**src/rtl/bus_pkg.sv**
```systemverilog
package bus_pkg;

    localparam int DATA_WIDTH   = 16;
    localparam int SLAVE_COUNT  = 3;
    localparam int MASTER_COUNT = 2;                // internal masters only

    // slave id k maps to entry k-1
    localparam int SLAVE_DEPTHS [SLAVE_COUNT] = '{4096, 4096, 2048};

    localparam int ADDR_WIDTH   = 12;               // covers the deepest slave

    typedef logic [DATA_WIDTH-1:0] word_t;
    typedef logic [ADDR_WIDTH-1:0] addr_t;
    typedef logic [1:0]            slave_id_t;      // 0 = master idle, 1..3 = slave

endpackage

```
**src/rtl/ctrl_pkg.sv**
```systemverilog
package ctrl_pkg;

    localparam int BANK_DEPTH    = 16;              // write words per master
    localparam int COM_START_GAP = 4;               // cycles between start[0] and start[1]

    // one extra bit so a full bank count fits
    typedef logic [$clog2(BANK_DEPTH):0] bank_idx_t;

    typedef enum logic [3:0] {
        st_slave_sel,
        st_dir_sel,
        st_bank_sel,
        st_bank_m0,
        st_bank_m1,
        st_first_m0,
        st_first_m1,
        st_len_m0,
        st_len_m1,
        st_config,
        st_ready,
        st_run,
        st_done
    } menu_state_e;

    typedef enum logic [2:0] {
        op_none,
        op_slave,
        op_dir,
        op_bank_en,
        op_bank_word,
        op_first,
        op_length,
        op_send
    } setup_op_e;

    typedef struct packed {
        setup_op_e      op;
        bus_pkg::word_t value;
    } setup_cmd_t;

    typedef enum logic {
        kind_head,
        kind_word
    } xfer_kind_e;

    typedef struct packed {
        bus_pkg::slave_id_t slave_id;
        logic               read;                   // 1 read, 0 write
        logic               burst;
        bus_pkg::addr_t     first_addr;
        bus_pkg::addr_t     last_addr;
    } master_cfg_t;

    typedef struct packed {
        xfer_kind_e     kind;
        master_cfg_t    cfg;
        bus_pkg::word_t data;
    } setup_xfer_t;

    typedef struct packed {
        logic idle;
        logic ready;
        logic running;
        logic done;
    } lights_t;

endpackage

```
**src/rtl/master_setup.sv**
```systemverilog
`timescale 1ns/1ps

module master_setup (
    input  logic                  clk,
    input  logic                  rstN,
    input  ctrl_pkg::setup_cmd_t  cmd,
    output logic                  configured,
    output logic                  req,
    output ctrl_pkg::setup_xfer_t xfer,
    input  logic                  ack
);
    import bus_pkg::*;
    import ctrl_pkg::*;

    typedef enum logic [2:0] {
        xs_idle,
        xs_launch,
        xs_wait_ack,
        xs_wait_low,
        xs_done
    } xfer_state_e;

    typedef logic [DATA_WIDTH:0] sum_t;             // room for first + length overflow

    xfer_state_e state;
    master_cfg_t cfg;
    logic        bank_en;
    bank_idx_t   count;                             // words stored so far
    bank_idx_t   pos;                               // word currently on the channel
    logic        head_sent;
    logic        more_items;
    word_t       bank [BANK_DEPTH];
    sum_t        len_sum;
    sum_t        last_limit;
    addr_t       clamped_last;

    // last address of the chosen slave, then clamp first + length to it
    always_comb begin
        last_limit = '0;
        for (int k = 0; k < SLAVE_COUNT; k++) begin
            if (cfg.slave_id == slave_id_t'(k + 1)) begin
                last_limit = sum_t'(SLAVE_DEPTHS[k] - 1);
            end
        end
        len_sum      = sum_t'(cfg.first_addr) + sum_t'(cmd.value);
        clamped_last = (len_sum > last_limit) ? addr_t'(last_limit) : addr_t'(len_sum);
    end

    always_comb begin
        if (!head_sent) begin
            more_items = bank_en && (count != '0);  // words follow the head
        end else begin
            more_items = (pos + 1'b1) < count;
        end
    end

    always_ff @(posedge clk or negedge rstN) begin
        if (!rstN) begin
            cfg     <= '0;
            bank_en <= 1'b0;
            count   <= '0;
        end else begin
            case (cmd.op)
                op_slave: begin
                    cfg.slave_id <= slave_id_t'(cmd.value);
                end
                op_dir: begin
                    cfg.read <= cmd.value[0];
                end
                op_bank_en: begin
                    bank_en <= cmd.value[0];
                end
                op_bank_word: begin
                    if (count < bank_idx_t'(BANK_DEPTH)) begin  // saturate when full
                        count <= count + 1'b1;
                        if (count != '0) begin
                            cfg.burst <= 1'b1;              // second word makes it a burst
                        end
                    end
                end
                op_first: begin
                    cfg.first_addr <= addr_t'(cmd.value);
                end
                op_length: begin
                    cfg.last_addr <= clamped_last;
                end
                default: begin
                end
            endcase
        end
    end

    always_ff @(posedge clk) begin
        if (cmd.op == op_bank_word && count < bank_idx_t'(BANK_DEPTH)) begin
            bank[count[$clog2(BANK_DEPTH)-1:0]] <= cmd.value;
        end
    end

    // four-phase transfer, head first then the bank words in order
    always_ff @(posedge clk or negedge rstN) begin
        if (!rstN) begin
            state      <= xs_idle;
            req        <= 1'b0;
            configured <= 1'b0;
            head_sent  <= 1'b0;
            pos        <= '0;
        end else begin
            case (state)
                xs_idle: begin
                    if (cmd.op == op_send) begin
                        head_sent <= 1'b0;
                        pos       <= '0;
                        state     <= xs_launch;
                    end
                end
                xs_launch: begin
                    if (!ack) begin                 // previous item fully released
                        req   <= 1'b1;
                        state <= xs_wait_ack;
                    end
                end
                xs_wait_ack: begin
                    if (ack) begin
                        req   <= 1'b0;
                        state <= xs_wait_low;
                    end
                end
                xs_wait_low: begin
                    if (!ack) begin
                        head_sent <= 1'b1;
                        if (head_sent) begin
                            pos <= pos + 1'b1;
                        end
                        if (more_items) begin
                            state <= xs_launch;
                        end else begin
                            configured <= 1'b1;
                            state      <= xs_done;
                        end
                    end
                end
                xs_done: begin                      // held until reset
                end
                default: begin
                    state <= xs_idle;
                end
            endcase
        end
    end

    // item is loaded together with the rising req
    always_ff @(posedge clk) begin
        if (state == xs_launch && !ack) begin
            xfer.kind <= head_sent ? kind_word : kind_head;
            xfer.cfg  <= cfg;
            xfer.data <= head_sent ? bank[pos[$clog2(BANK_DEPTH)-1:0]] : '0;
        end
    end

endmodule

```
**src/rtl/session_ctrl.sv**
```systemverilog
`timescale 1ns/1ps

module session_ctrl (
    input  logic                                             clk,
    input  logic                                             rstN,
    input  logic                                             step,
    input  logic                                             next_word,
    input  bus_pkg::word_t                                   sw,
    output ctrl_pkg::setup_cmd_t [bus_pkg::MASTER_COUNT-1:0] cmd,
    input  logic [bus_pkg::MASTER_COUNT-1:0]                 configured,
    output logic [bus_pkg::MASTER_COUNT-1:0]                 start,
    input  logic [bus_pkg::MASTER_COUNT-1:0]                 com_done,
    output ctrl_pkg::lights_t                                lights
);
    import bus_pkg::*;
    import ctrl_pkg::*;

    typedef logic [$clog2(COM_START_GAP+1)-1:0] gap_cnt_t;

    menu_state_e             state;
    logic [MASTER_COUNT-1:0] selected;              // masters with a slave chosen
    logic                    bank_en_m1;            // master 1 has words to enter
    logic                    send_issued;
    gap_cnt_t                gap_cnt;
    logic                    gap_run;
    logic                    all_configured;
    logic                    all_done;

    function automatic setup_cmd_t make_cmd(setup_op_e op, word_t value);
        setup_cmd_t c;
        c.op    = op;
        c.value = value;
        return c;
    endfunction

    // unselected masters never hold the session back
    assign all_configured = &(configured | ~selected);
    assign all_done       = &(com_done | ~selected);

    always_ff @(posedge clk or negedge rstN) begin
        if (!rstN) begin
            state       <= st_slave_sel;
            selected    <= '0;
            bank_en_m1  <= 1'b0;
            send_issued <= 1'b0;
            cmd         <= '0;
        end else begin
            for (int m = 0; m < MASTER_COUNT; m++) begin
                cmd[m] <= make_cmd(op_none, '0);    // commands last one cycle
            end
            case (state)
                st_slave_sel: begin
                    if (step) begin
                        if (sw[2*MASTER_COUNT-1:0] == '0) begin
                            state <= st_done;       // no master has work
                        end else begin
                            for (int m = 0; m < MASTER_COUNT; m++) begin
                                selected[m] <= (sw[2*m +: 2] != 2'b00);
                                cmd[m]      <= make_cmd(op_slave, word_t'(sw[2*m +: 2]));
                            end
                            state <= st_dir_sel;
                        end
                    end
                end
                st_dir_sel: begin
                    if (step) begin
                        for (int m = 0; m < MASTER_COUNT; m++) begin
                            cmd[m] <= make_cmd(op_dir, word_t'(sw[m]));
                        end
                        state <= st_bank_sel;
                    end
                end
                st_bank_sel: begin
                    if (step) begin
                        for (int m = 0; m < MASTER_COUNT; m++) begin
                            cmd[m] <= make_cmd(op_bank_en, word_t'(sw[m] & selected[m]));
                        end
                        bank_en_m1 <= sw[1] & selected[1];
                        if (sw[0] & selected[0]) begin
                            state <= st_bank_m0;
                        end else if (sw[1] & selected[1]) begin
                            state <= st_bank_m1;
                        end else begin
                            state <= st_first_m0;
                        end
                    end
                end
                st_bank_m0: begin
                    if (step) begin
                        state <= bank_en_m1 ? st_bank_m1 : st_first_m0;
                    end else if (next_word) begin
                        cmd[0] <= make_cmd(op_bank_word, sw);
                    end
                end
                st_bank_m1: begin
                    if (step) begin
                        state <= st_first_m0;
                    end else if (next_word) begin
                        cmd[1] <= make_cmd(op_bank_word, sw);
                    end
                end
                st_first_m0: begin
                    if (step) begin
                        cmd[0] <= make_cmd(op_first, sw);
                        state  <= st_first_m1;
                    end
                end
                st_first_m1: begin
                    if (step) begin
                        cmd[1] <= make_cmd(op_first, sw);
                        state  <= st_len_m0;
                    end
                end
                st_len_m0: begin
                    if (step) begin
                        cmd[0] <= make_cmd(op_length, sw);
                        state  <= st_len_m1;
                    end
                end
                st_len_m1: begin
                    if (step) begin
                        cmd[1]      <= make_cmd(op_length, sw);
                        send_issued <= 1'b0;
                        state       <= st_config;
                    end
                end
                st_config: begin
                    if (!send_issued) begin         // op_length of master 1 still in flight
                        for (int m = 0; m < MASTER_COUNT; m++) begin
                            if (selected[m]) begin
                                cmd[m] <= make_cmd(op_send, '0);
                            end
                        end
                        send_issued <= 1'b1;
                    end else if (all_configured) begin
                        state <= st_ready;
                    end
                end
                st_ready: begin
                    if (step) begin
                        state <= st_run;
                    end
                end
                st_run: begin
                    if (all_done) begin
                        state <= st_done;
                    end
                end
                st_done: begin                      // held until reset
                end
                default: begin
                    state <= st_slave_sel;
                end
            endcase
        end
    end

    // start[0] right after the step, start[1] a fixed gap later
    always_ff @(posedge clk or negedge rstN) begin
        if (!rstN) begin
            start   <= '0;
            gap_cnt <= '0;
            gap_run <= 1'b0;
        end else begin
            start <= '0;
            if (state == st_ready && step) begin
                start[0] <= selected[0];
                gap_cnt  <= gap_cnt_t'(COM_START_GAP - 1);
                gap_run  <= 1'b1;
            end else if (gap_run) begin
                if (gap_cnt == '0) begin
                    start[1] <= selected[1];
                    gap_run  <= 1'b0;
                end else begin
                    gap_cnt <= gap_cnt - 1'b1;
                end
            end
        end
    end

    always_comb begin
        lights.idle    = (state == st_slave_sel);
        lights.ready   = (state == st_ready);
        lights.running = (state == st_run);
        lights.done    = (state == st_done);
    end

endmodule

```
**src/rtl/session_top.sv**
```systemverilog
`timescale 1ns/1ps

module session_top (
    input  logic                                              clk,
    input  logic                                              rstN,
    input  logic                                              step,
    input  logic                                              next_word,
    input  bus_pkg::word_t                                    sw,
    output logic [bus_pkg::MASTER_COUNT-1:0]                  req,
    output ctrl_pkg::setup_xfer_t [bus_pkg::MASTER_COUNT-1:0] xfer,
    input  logic [bus_pkg::MASTER_COUNT-1:0]                  ack,
    output logic [bus_pkg::MASTER_COUNT-1:0]                  start,
    input  logic [bus_pkg::MASTER_COUNT-1:0]                  com_done,
    output ctrl_pkg::lights_t                                 lights
);
    import bus_pkg::*;
    import ctrl_pkg::*;

    setup_cmd_t [MASTER_COUNT-1:0] cmd;             // per-master setup commands
    logic [MASTER_COUNT-1:0]       configured;

    session_ctrl u_ctrl (
        .clk        (clk),
        .rstN       (rstN),
        .step       (step),
        .next_word  (next_word),
        .sw         (sw),
        .cmd        (cmd),
        .configured (configured),
        .start      (start),
        .com_done   (com_done),
        .lights     (lights)
    );

    master_setup u_setup0 (
        .clk        (clk),
        .rstN       (rstN),
        .cmd        (cmd[0]),
        .configured (configured[0]),
        .req        (req[0]),
        .xfer       (xfer[0]),
        .ack        (ack[0])
    );

    master_setup u_setup1 (
        .clk        (clk),
        .rstN       (rstN),
        .cmd        (cmd[1]),
        .configured (configured[1]),
        .req        (req[1]),
        .xfer       (xfer[1]),
        .ack        (ack[1])
    );

endmodule

```
**config.mk**
```make
export PLATFORM = sky130hd
export DESIGN_NAME = session_top
export DESIGN_NICKNAME = d
export VERILOG_FILES = /design/src/rtl/bus_pkg.sv /design/src/rtl/ctrl_pkg.sv /design/src/rtl/master_setup.sv /design/src/rtl/session_ctrl.sv /design/src/rtl/session_top.sv
export SDC_FILE = /design/constraint.sdc
export NUM_CORES = 1
export LEC_CHECK = 0
export ABC_CLOCK_PERIOD_IN_PS = 8400
export BUFFER_PORTS_ARGS = -buffer_cell sky130_fd_sc_hd__buf_2
export CAP_MARGIN = 20
export CORE_MARGIN = 8
export CORE_UTILIZATION = 65
export CTS_CLUSTER_SIZE = 20
export DETAILED_ROUTE_END_ITERATION = 12
export HOLD_SLACK_MARGIN = 0.12
export MAX_ROUTING_LAYER = met4
export PLACE_DENSITY = 0.93
export SYNTH_ARGS = -nofsm -noshare
export SYNTH_HDL_FRONTEND = slang
export SYNTH_HIERARCHICAL = 1
export SYNTH_SLANG_ARGS = --single-unit
```
**constraint.sdc**
```tcl
create_clock -name clk -period 8.4 [get_ports clk]
set_input_delay 1.68 -clock clk [delete_from_list [all_inputs] [get_ports clk]]
set_output_delay 1.68 -clock clk [all_outputs]
set_load 0.01 [all_outputs]
```
# --- Word-level counts from Yosys, hierarchy flattened ---
# Memory sizes are Yosys's and may differ from the RTL's. A register that Yosys moved wholly into a read port is not among the register bits.
# Cells that the tools add are included.
word_totals:
  inputBits: 24
  ram_bits: 512
  memories: 2
  reg_bits: 200
  output_inout_bits: 98
mem_list:
  columns: ["memory", "depth", "word_bits", "rd", "rd_ports_with_merged_regs", "wr", "line_no", "rtl"]
  rows:
  - ["u_setup0.bank", 16, 16, 1, 1, 1, "master_setup.sv:32", "word_t bank [BANK_DEPTH];"]
  - ["u_setup1.bank", 16, 16, 1, 1, 1, "master_setup.sv:32", null]
classes:
  n_eq_ne: 64
  bitwise: 15
  n_reduce_logical: 47
  order_cmp: 6
  mux: 89
  addsub: 7
op_table:
  columns: ["cell", "n"]
  rows:
  - ["$pmux 19 s7", 2]
  - ["$mux 19", 6]
  - ["$mux 38", 2]
  - ["$mux 37", 2]
  - ["$mux 17", 4]
  - ["$mux 4", 15]
  - ["$pmux 4 s13", 1]
  - ["$mux 12", 4]
  - ["$mux 3", 13]
  - ["$mux 36", 1]
  - ["$add 12x16->17", 2]
  - ["$gt 17x17->1", 2]
  - ["$ne 2x2->1 const B", 16]
  - ["$eq 3x3->1 const B", 10]
  - ["$mux 5", 6]
  - ["$pmux 3 s5", 2]
  - ["$reduce_and 3->1", 9]
  - ["$eq 3x2->1 const B", 8]
  - ["$mux 1", 24]
  - ["$add 5x1->5 const B", 4]
  - ["$eq 4x4->1 const B", 5]
  - ["$pmux 5 s2", 2]
  - ["$eq 4x3->1 const B", 4]
  - ["$ne 2x1->1 const B", 8]
  - ["23 further kinds", 76]

# --- Longest topological paths before layout ---
# Gate-level depths: netlist of the first run.
logic_depth:
  word_depth: 6
  mapped_depth: 17
  mapped_depth_nobuf: 16

# --- By module ---
# The synthesis of the first run kept the hierarchy.
by_module_without_submodules:
  columns: ["mod", "seq_area_each_um2", "area_per_inst_um2", "instances", "cells_each"]
  rows:
  - ["master_setup at u_setup1", 10164.7, 14403.8, 1, 772]
  - ["master_setup at u_setup0", 10164.7, 14186.1, 1, 742]
  - ["session_ctrl", 1301.2, 2393.5, 1, 228]

# --- Worst setup path before layout of the first run ---
# Ideal clock, no wire load.
synth_path:
  kind: "reg2reg"
  from: "reg u_ctrl/cmd[19] (netlist name)"
  to: "reg u_setup1/cfg[10] (netlist name)"
  arrival_time_ns: 3.957
  stages_incl_launch_ff: 18
  slack_ns: 4.317
  required_time_ns: 8.274
  period_less_slack_ns: 4.083
  cell_sequence: "dfrtp_1 > ha_1 > fa_1 > a211o_1 > a21o_2 > and2_1 > a2111o_1 > o211ai_1 > xnor2_1 > ha_1 > nand4_1 > nor2_1 > o31ai_1 > a31oi_1 > nor4_4 > and3_2 > buf_6 > a221o_1"
synth_via:
  elab_chain_len: 3
synth_lines:
  columns: ["item", "line_no", "rtl"]
  rows:
  - ["$add 12x16->17 (*)", "master_setup.sv:45", "len_sum = sum_t'(cfg.first_addr) + sum_t'(cmd.value);"]
  - ["$gt 17x17->1", "master_setup.sv:46", "clamped_last = (len_sum > last_limit) ? addr_t'(last_limit) : addr_t'(len_sum);"]
  - ["$mux 12 (*)", "master_setup.sv:46", null]
  - ["end: declaration", "master_setup.sv:26", "master_cfg_t cfg;"]
# Every way passes the cells marked *; elsewhere a longest branch is shown, timed or not.
# A chain may end at the register's enable or synchronous reset.

# --- Worst setup path in the final report of the first run ---
layout_path:
  from: "reg u_ctrl/cmd[0] (netlist name)"
  to: "reg u_setup0/cfg[10] (netlist name)"
layout_via:
  elab_chain_len: 3
layout_lines:
  columns: ["item", "line_no"]
  rows:
  - ["$add 12x16->17 (*)", "master_setup.sv:45"]
  - ["$gt 17x17->1", "master_setup.sv:46"]
  - ["$mux 12 (*)", "master_setup.sv:46"]
  - ["end: declaration", "master_setup.sv:26"]
# Marked as above.

==> flow_summary.yaml, run 1 <==
die:
  rows: 80
  die_area_mm2: 0.0549
  initial_utilization_pct: 65.3
  die_height_um: 234
  die_w_um: 234
  ios: 122
  core_area_mm2: 0.0474
synth:
  synth_largest_area_cell: "edfxtp_1"
  syn_inst: 1742
  synthFlopType: "edfxtp_1"
  synth_seq_cells: 744
  synth.top_cell.area_share_pct: 58.3
  yosysUniqueCellTypes: 98
  synth_edf_count: 602
  synth-async-reset-ratio_pct: 19.1
  synth_area_mm2: 0.0310
  syn_nets: 1838
  synth_area_leaders: "edfxtp_1 (58%), mux4_2 (12%), dfrtp_1 (11%)"
  synth.avg_cell_area_um2: 17.8
  yosys_warnings: 6
  seq_area_frac_synth_pct: 69.8
detailed_routing:
  drc: 0
  avgViaCountPerCell: 7.41
  vias: 19000
  antenna_left: 0
  drtPass1Iterations: 9
  drt_iter0_drc: 3107
  wl_um: 88900
  wire_per_inst_um: 34.6
grt:
  grt_pass1_wl_um: 125000
  grt_pass1_vias: 19000
  grt.overflow.total: 0
  track_usage_pct: 32.3
  grt_max_degree: 75
  antenna_found_initial: 2
place:
  post-place-ws_ns: 3.71
  place_inst: 2426
  portBuffers: 121
  hpwl_um: 46000
  place_congestion: 0.922
  placed_area_mm2: 0.0323
cts:
  clk_latency_ns: 0.64
  cts_root_buf: "clkbuf_16"
  cts_buffers: 71
  tritoncts: "built"
  postCtsSetupRepairBufs: 0
  cts_htree_levels: 3
  cts_resized: 0
  clk_pin_slew_worst_paths_ns: 0.07
  ctsHoldBuffers: 0
  cts.sinks: 744
  clockBufferDepth: 3
sta:
  period_minus_slack_ns: 5.00
  slew_headroom_pct: 20.7
  finalMaxSlewViolations: 0
  tightest_slew_ns: 1.19
  finalSetupViolCount: 0
  hold_viol: 0
  clock_skew_ns: 0.0451
  rsz0062_at_grt: "false"
  hold-worst-slack_ns: 0.466
  setup-tns-final_ns: 0
  fmax_mhz: 200
  fin_crit_sh_pct: 59.5
  worst_slack_ns: 3.40
status:
  status: "completed"
critical_path:
  worst-path-max-fanout: 21
  endpoint_kind: "flip-flop"
  cp-start-kind: "flip-flop"
  startpoint: "u_ctrl/cmd[0]$_DFF_PN0_"
  crit_type: "flip-flop to flip-flop"
  r2r-start: "u_ctrl/cmd[0]$_DFF_PN0_"
  worst_ep_required_time_ns: 8.95
  crit_arrival_ns: 5.55
pwr:
  vdd_ir_drop_max_mv: 0.246
  pwr-share-seq_pct: 47.1
  p_total_mw: 10.6
  p_clk_share_pct: 31.2
  power_leakage_nw: 12.4
  p_int_mw: 7.32
  switching_share_pct: 30.7
  p_per_area_mw_per_mm2: 303
  combPwrFrac_pct: 21.7
  p_sw_mw: 3.25
final_layout:
  drive_above_1_share_pct: 26.7
  post-route-util_pct: 73.4
  final_cell_mix: "edfxtp_1 (602), mux4_2 (160), dfrtp_1 (138)"
  fill_cells: 2471
  final_common_cell: "edfxtp_1"
  layout.nets: 1990
  syn2layout_area_growth_pct: 12.5
  instances_no_fill: 2568
  design_area_mm2: 0.0348
worst_hold_path:
  worstHoldStart: "u_setup0/cfg[27]$_DFFE_PN0N_"
  hold_class: "flip-flop to flip-flop"
run:
  maxCapViolCount: 0
[cell type report]
cell class                 instances  area, um^2  share of cell area [%]
clock inverter                    43         399                    1.15
tap                              615         769                    2.21
timing repair buffer             163        1090                    3.14
antenna                            2        5.00                  0.0144
inverter                          47         176                   0.506
multi-input combinational        867        8830                    25.3
clock buffer                      87        1930                    5.54
sequential                       744       21600                    62.1
[sequential cells by signal (all words and copies together) (netlist names), 3 cells and up]
register / flops
u_setup0/pos: 5
u_setup1/pos: 5
u_ctrl/cmd: 38
u_setup1/count: 5
u_setup1/bank: 256
u_setup0/xfer: 45
u_ctrl/state: 4
u_setup1/state: 3
u_setup1/cfg: 28
u_setup0/bank: 256
u_setup0/state: 3
u_setup1/xfer: 45
u_ctrl/gap_cnt: 3
u_setup0/cfg: 28
u_setup0/count: 5
[synth_stat cells (6+ instances only)]
master,n
nand4_1,7
o21a_1,8
buf_1,16
mux4_2,160
and2_1,65
nor2_1,78
nand2b_1,17
o211ai_1,6
ha_1,70
inv_1,47
nor3_1,16
nor3b_1,7
nand3b_1,9
and3_1,6
a21o_1,7
clkbuf_1,33
xnor2_1,25
nand3_1,17
a211oi_1,8
a221o_1,23
dfrtp_1,142
edfxtp_1,602
xor2_1,9
a31oi_1,9
o21ai_0,55
mux2_2,31
buf_2,21
o31ai_1,6
nand2_1,74
a21oi_1,34
[layer usage]
metal  track usage [%]  vias up  share of wire [%]
met4              15.3        0                6.4
met1              41.3     9342                 33
met3              7.17      480                 13
met5                 -        -                  0
li1                  -     7200                  -
met2              49.7     1998                 47
[worst paths after layout]
| check | endpoint | slack [ns] | cells past startpoint |
|---|---|---|---|
| max in group asynchronous | u_setup0/pos[0]$_DFFE_PN0P_ | 5.87 | 2 |
| hold / removal | u_setup0/xfer[43]$_DFFE_PP_ | 0.47 | 0 |
| min in group asynchronous | u_ctrl/cmd[22]$_DFF_PN0_ | 1.07 | 1 |
| hold reg to reg | u_setup0/xfer[43]$_DFFE_PP_ | 0.47 | 0 |
| setup / recovery | u_setup0/cfg[10]$_DFFE_PN0N_ | 3.40 | 13 |
| setup reg to reg | u_setup0/cfg[10]$_DFFE_PN0N_ | 3.40 | 13 |
[power by group through the flow]
stage	Sequential [mW]	Combinational, mW	Clock (mW)
floorplan	4.72	1.73	0
global placement	4.94	1.99	0
detailed placement	4.98	2.11	0
CTS	4.94	2.19	3.28
global route	5.00	2.43	3.43
finish	4.97	2.29	3.30
[cell families after synthesis]
family	after synthesis	share of synthesized area (%)
AOI/OAI and AO/OA	224	5.36
xor gates and xnor gates	34	0.961
adders and majority gates	72	2.96
buffers and inverters	131	1.91
DFF	744	69.8
muxes	196	12.9
and+or+nand+nor	341	6.08
[critical path, cell delays in order, from the launching register on]
cell	delay, ns
dfrtp_1	0.65
ha_1	0.40
fa_1	0.43
a21oi_1	0.36
o21ai_0	0.30
a211oi_1	0.50
a21oi_1	0.14
ha_1	0.32
and4_1	0.24
a31oi_1	0.30
a41oi_4	0.18
or3_4	0.42
nor3_4	0.43
a221o_1	0.25
Note: power is estimated with default switching activity, not from simulation.
==> run 2, diff against run 1 <==
--- a/config.mk
+++ b/config.mk
@@ -5,16 +5,16 @@
 export SDC_FILE = /design/constraint.sdc
 export NUM_CORES = 1
 export LEC_CHECK = 0
-export ABC_CLOCK_PERIOD_IN_PS = 8400
+export ABC_CLOCK_PERIOD_IN_PS = 5200
 export BUFFER_PORTS_ARGS = -buffer_cell sky130_fd_sc_hd__buf_2
 export CAP_MARGIN = 20
 export CORE_MARGIN = 8
-export CORE_UTILIZATION = 65
+export CORE_UTILIZATION = 62
 export CTS_CLUSTER_SIZE = 20
 export DETAILED_ROUTE_END_ITERATION = 12
 export HOLD_SLACK_MARGIN = 0.12
 export MAX_ROUTING_LAYER = met4
-export PLACE_DENSITY = 0.93
+export PLACE_DENSITY = 0.9
 export SYNTH_ARGS = -nofsm -noshare
 export SYNTH_HDL_FRONTEND = slang
 export SYNTH_HIERARCHICAL = 1
==> constraint.sdc (replaced) <==
create_clock -name clk -period 5.2 [get_ports clk]
set_input_delay 1.04 -clock clk [delete_from_list [all_inputs] [get_ports clk]]
set_output_delay 1.04 -clock clk [all_outputs]
set_load 0.01 [all_outputs]
==> run 2 against run 1 <==
Net effect: total power up 61%; sequential cell count is the same; global-route usage fell by 2.2 points; fmax is 4.1% higher; combinational power increased by 55%; critical path type unchanged; largest cell class unchanged; highest routed layer unchanged.
==> flow_summary.yaml, run 2 (synthesis gave the netlist of run 1 again) <==
critical_path:
  endpoint_kind: "flip-flop"
  worst_ep_required_time_ns: 5.76
  r2r-start: "u_ctrl/cmd[19]$_DFF_PN0_"
  startpoint: "u_ctrl/cmd[19]$_DFF_PN0_"
  cp-start-kind: "flip-flop"
  timing.rr.end: "u_setup1/cfg[2]$_DFFE_PN0N_"
  crit_type: "flip-flop to flip-flop"
  worst-path-max-fanout: 21
  regToRegSetupSlack_ns: 0.40
  crit_arrival_ns: 5.36
  reg2regPathDepth: 16
  crit_end: "u_setup1/cfg[2]$_DFFE_PN0N_"
die:
  initial_utilization_pct: 62.3
  ios: 122
  rows: 82
  die_w_um: 240
  die_height_um: 240
  die_area_mm2: 0.0574
  core_area_mm2: 0.0498
cts:
  cts_htree_levels: 3
  ctsHoldBuffers: 0
  cts_root_buf: "clkbuf_16"
  tritoncts: "built"
  clk_pin_slew_worst_paths_ns: 0.07
  cts_buffers: 73
  clockBufferDepth: 3
  postCtsSetupRepairBufs: 0
  cts.sinks: 744
  cts_resized: 0
  clk_latency_ns: 0.64
detailed_routing:
  antenna_left: 0
  avgViaCountPerCell: 7.05
  drc: 0
  wl_um: 85300
  wire_per_inst_um: 32.4
  drtPass1Iterations: 8
  vias: 18500
  drt_iter0_drc: 2987
sta:
  finalSetupViolCount: 0
  fin_crit_sh_pct: 92.4
  rsz0062_at_grt: "false"
  hold_viol: 0
  slew_headroom_pct: 15.1
  period_minus_slack_ns: 4.80
  finalMaxSlewViolations: 0
  setup-tns-final_ns: 0
  tightest_slew_ns: 1.27
  fmax_mhz: 208
  clock_skew_ns: 0.0219
grt:
  track_usage_pct: 30.2
  grt_pass1_wl_um: 124000
  grt_pass1_vias: 18900
  grt_max_degree: 109
  antenna_found_initial: 2
  grt.overflow.total: 0
final_layout:
  drive_above_1_share_pct: 26.5
  post-route-util_pct: 70.1
  final_common_cell: "edfxtp_1"
  syn2layout_area_growth_pct: 12.6
  fill_cells: 2774
  final_cell_mix: "edfxtp_1 (602), mux4_2 (160), dfrtp_1 (138)"
  layout.nets: 1993
place:
  place_congestion: 0.927
  portBuffers: 121
  hpwl_um: 44300
status:
  status: "completed"
pwr:
  p_per_area_mw_per_mm2: 487
  power_leakage_nw: 12.4
  vdd_ir_drop_max_mv: 0.458
worst_hold_path:
  hold_class: "input pin to async pin"
run:
  maxCapViolCount: 0
## run 2: cell count changes in the layout (fill, tap and decap cells not counted), moves of 3 or more
cell        change
clkbuf_1        +7
bufinv_16       -3
nor3_2          +6
clkinv_2        -6
buf_4           +5
clkinvlp_4      +3
clkinv_4        -5
buf_16          -4
nor3_4          -6
clkbuf_8        +5
clkinv_16       +3
## run 2: routing by layer
layer | track usage [%] | vias up | wire length, um
met5 | - | - | 0
met4 | 13.8 | 0 | 4330
met3 | 6.12 | 352 | 9520
met2 | 48.7 | 1665 | 41800
met1 | 36.9 | 9323 | 29600
li1 | - | 7199 | -
## run 2: area by class of cell
class	instances	area [um^2]	share of cell area (%)
Timing Repair Buffer	164	1030	2.95
Inverter	47	176	0.506
Sequential cell	744	21600	62.0
Multi-Input combinational cell	867	8790	25.2
Tap cell	672	841	2.41
Clock buffer	99	2030	5.81
Antenna cell	2	5.00	0.0143
Clock inverter	35	368	1.05
## run 2: where the power goes
| group | internal [mW] | switching, mW | total [mW] |
|---|---|---|---|
| Sequential | 7.18 | 0.915 | 8.09 |
| Combinational | 1.66 | 1.90 | 3.56 |
| Clock | 2.94 | 2.40 | 5.34 |
## run 2: metrics by stage
step,hold WS [ns],total power [mW],cells,instance area (um^2),setup WS [ns]
global route,0.243,17.5,2630,34900,0.177
finish,0.249,17.0,2630,34900,0.396
detailed placement,0.440,11.4,2488,32300,0.493
CTS,0.461,16.9,2622,34700,0.409
floorplan,0.421,10.4,1742,31000,1.12
global placement,0.434,11.2,2488,32300,0.692
## run 2: worst min-delay path by stage
stage                                         to  cells past startpoint                    startpoint  slack (ns)
global route        u_setup1/cfg[25]$_DFFE_PN0N_                      1                          rstN        0.24
finish              u_setup1/cfg[25]$_DFFE_PN0N_                      1                          rstN        0.25
detailed placement   u_setup0/xfer[25]$_DFFE_PP_                      0   u_setup0/cfg[9]$_DFFE_PN0N_        0.44
CTS                  u_setup1/xfer[22]$_DFFE_PP_                      0   u_setup1/cfg[6]$_DFFE_PN0N_        0.46
floorplan            u_setup0/xfer[41]$_DFFE_PP_                      0  u_setup0/cfg[25]$_DFFE_PN0N_        0.42
global placement     u_setup1/xfer[41]$_DFFE_PP_                      0  u_setup1/cfg[25]$_DFFE_PN0N_        0.43
## run 2: worst max-delay path, cell delays in order, from the launching register on
cell and delay, ns:
dfrtp_1 0.64, ha_1 0.38, fa_1 0.46, a211o_1 0.33
a21o_2 0.23, and2_1 0.17, a2111o_1 0.40, o211ai_1 0.11
xnor2_1 0.12, ha_1 0.32, nand4_1 0.08, nor2_1 0.14
o31ai_1 0.09, a31oi_1 0.28, nor4_4 0.09, a211oi_2 0.64
a221o_1 0.24
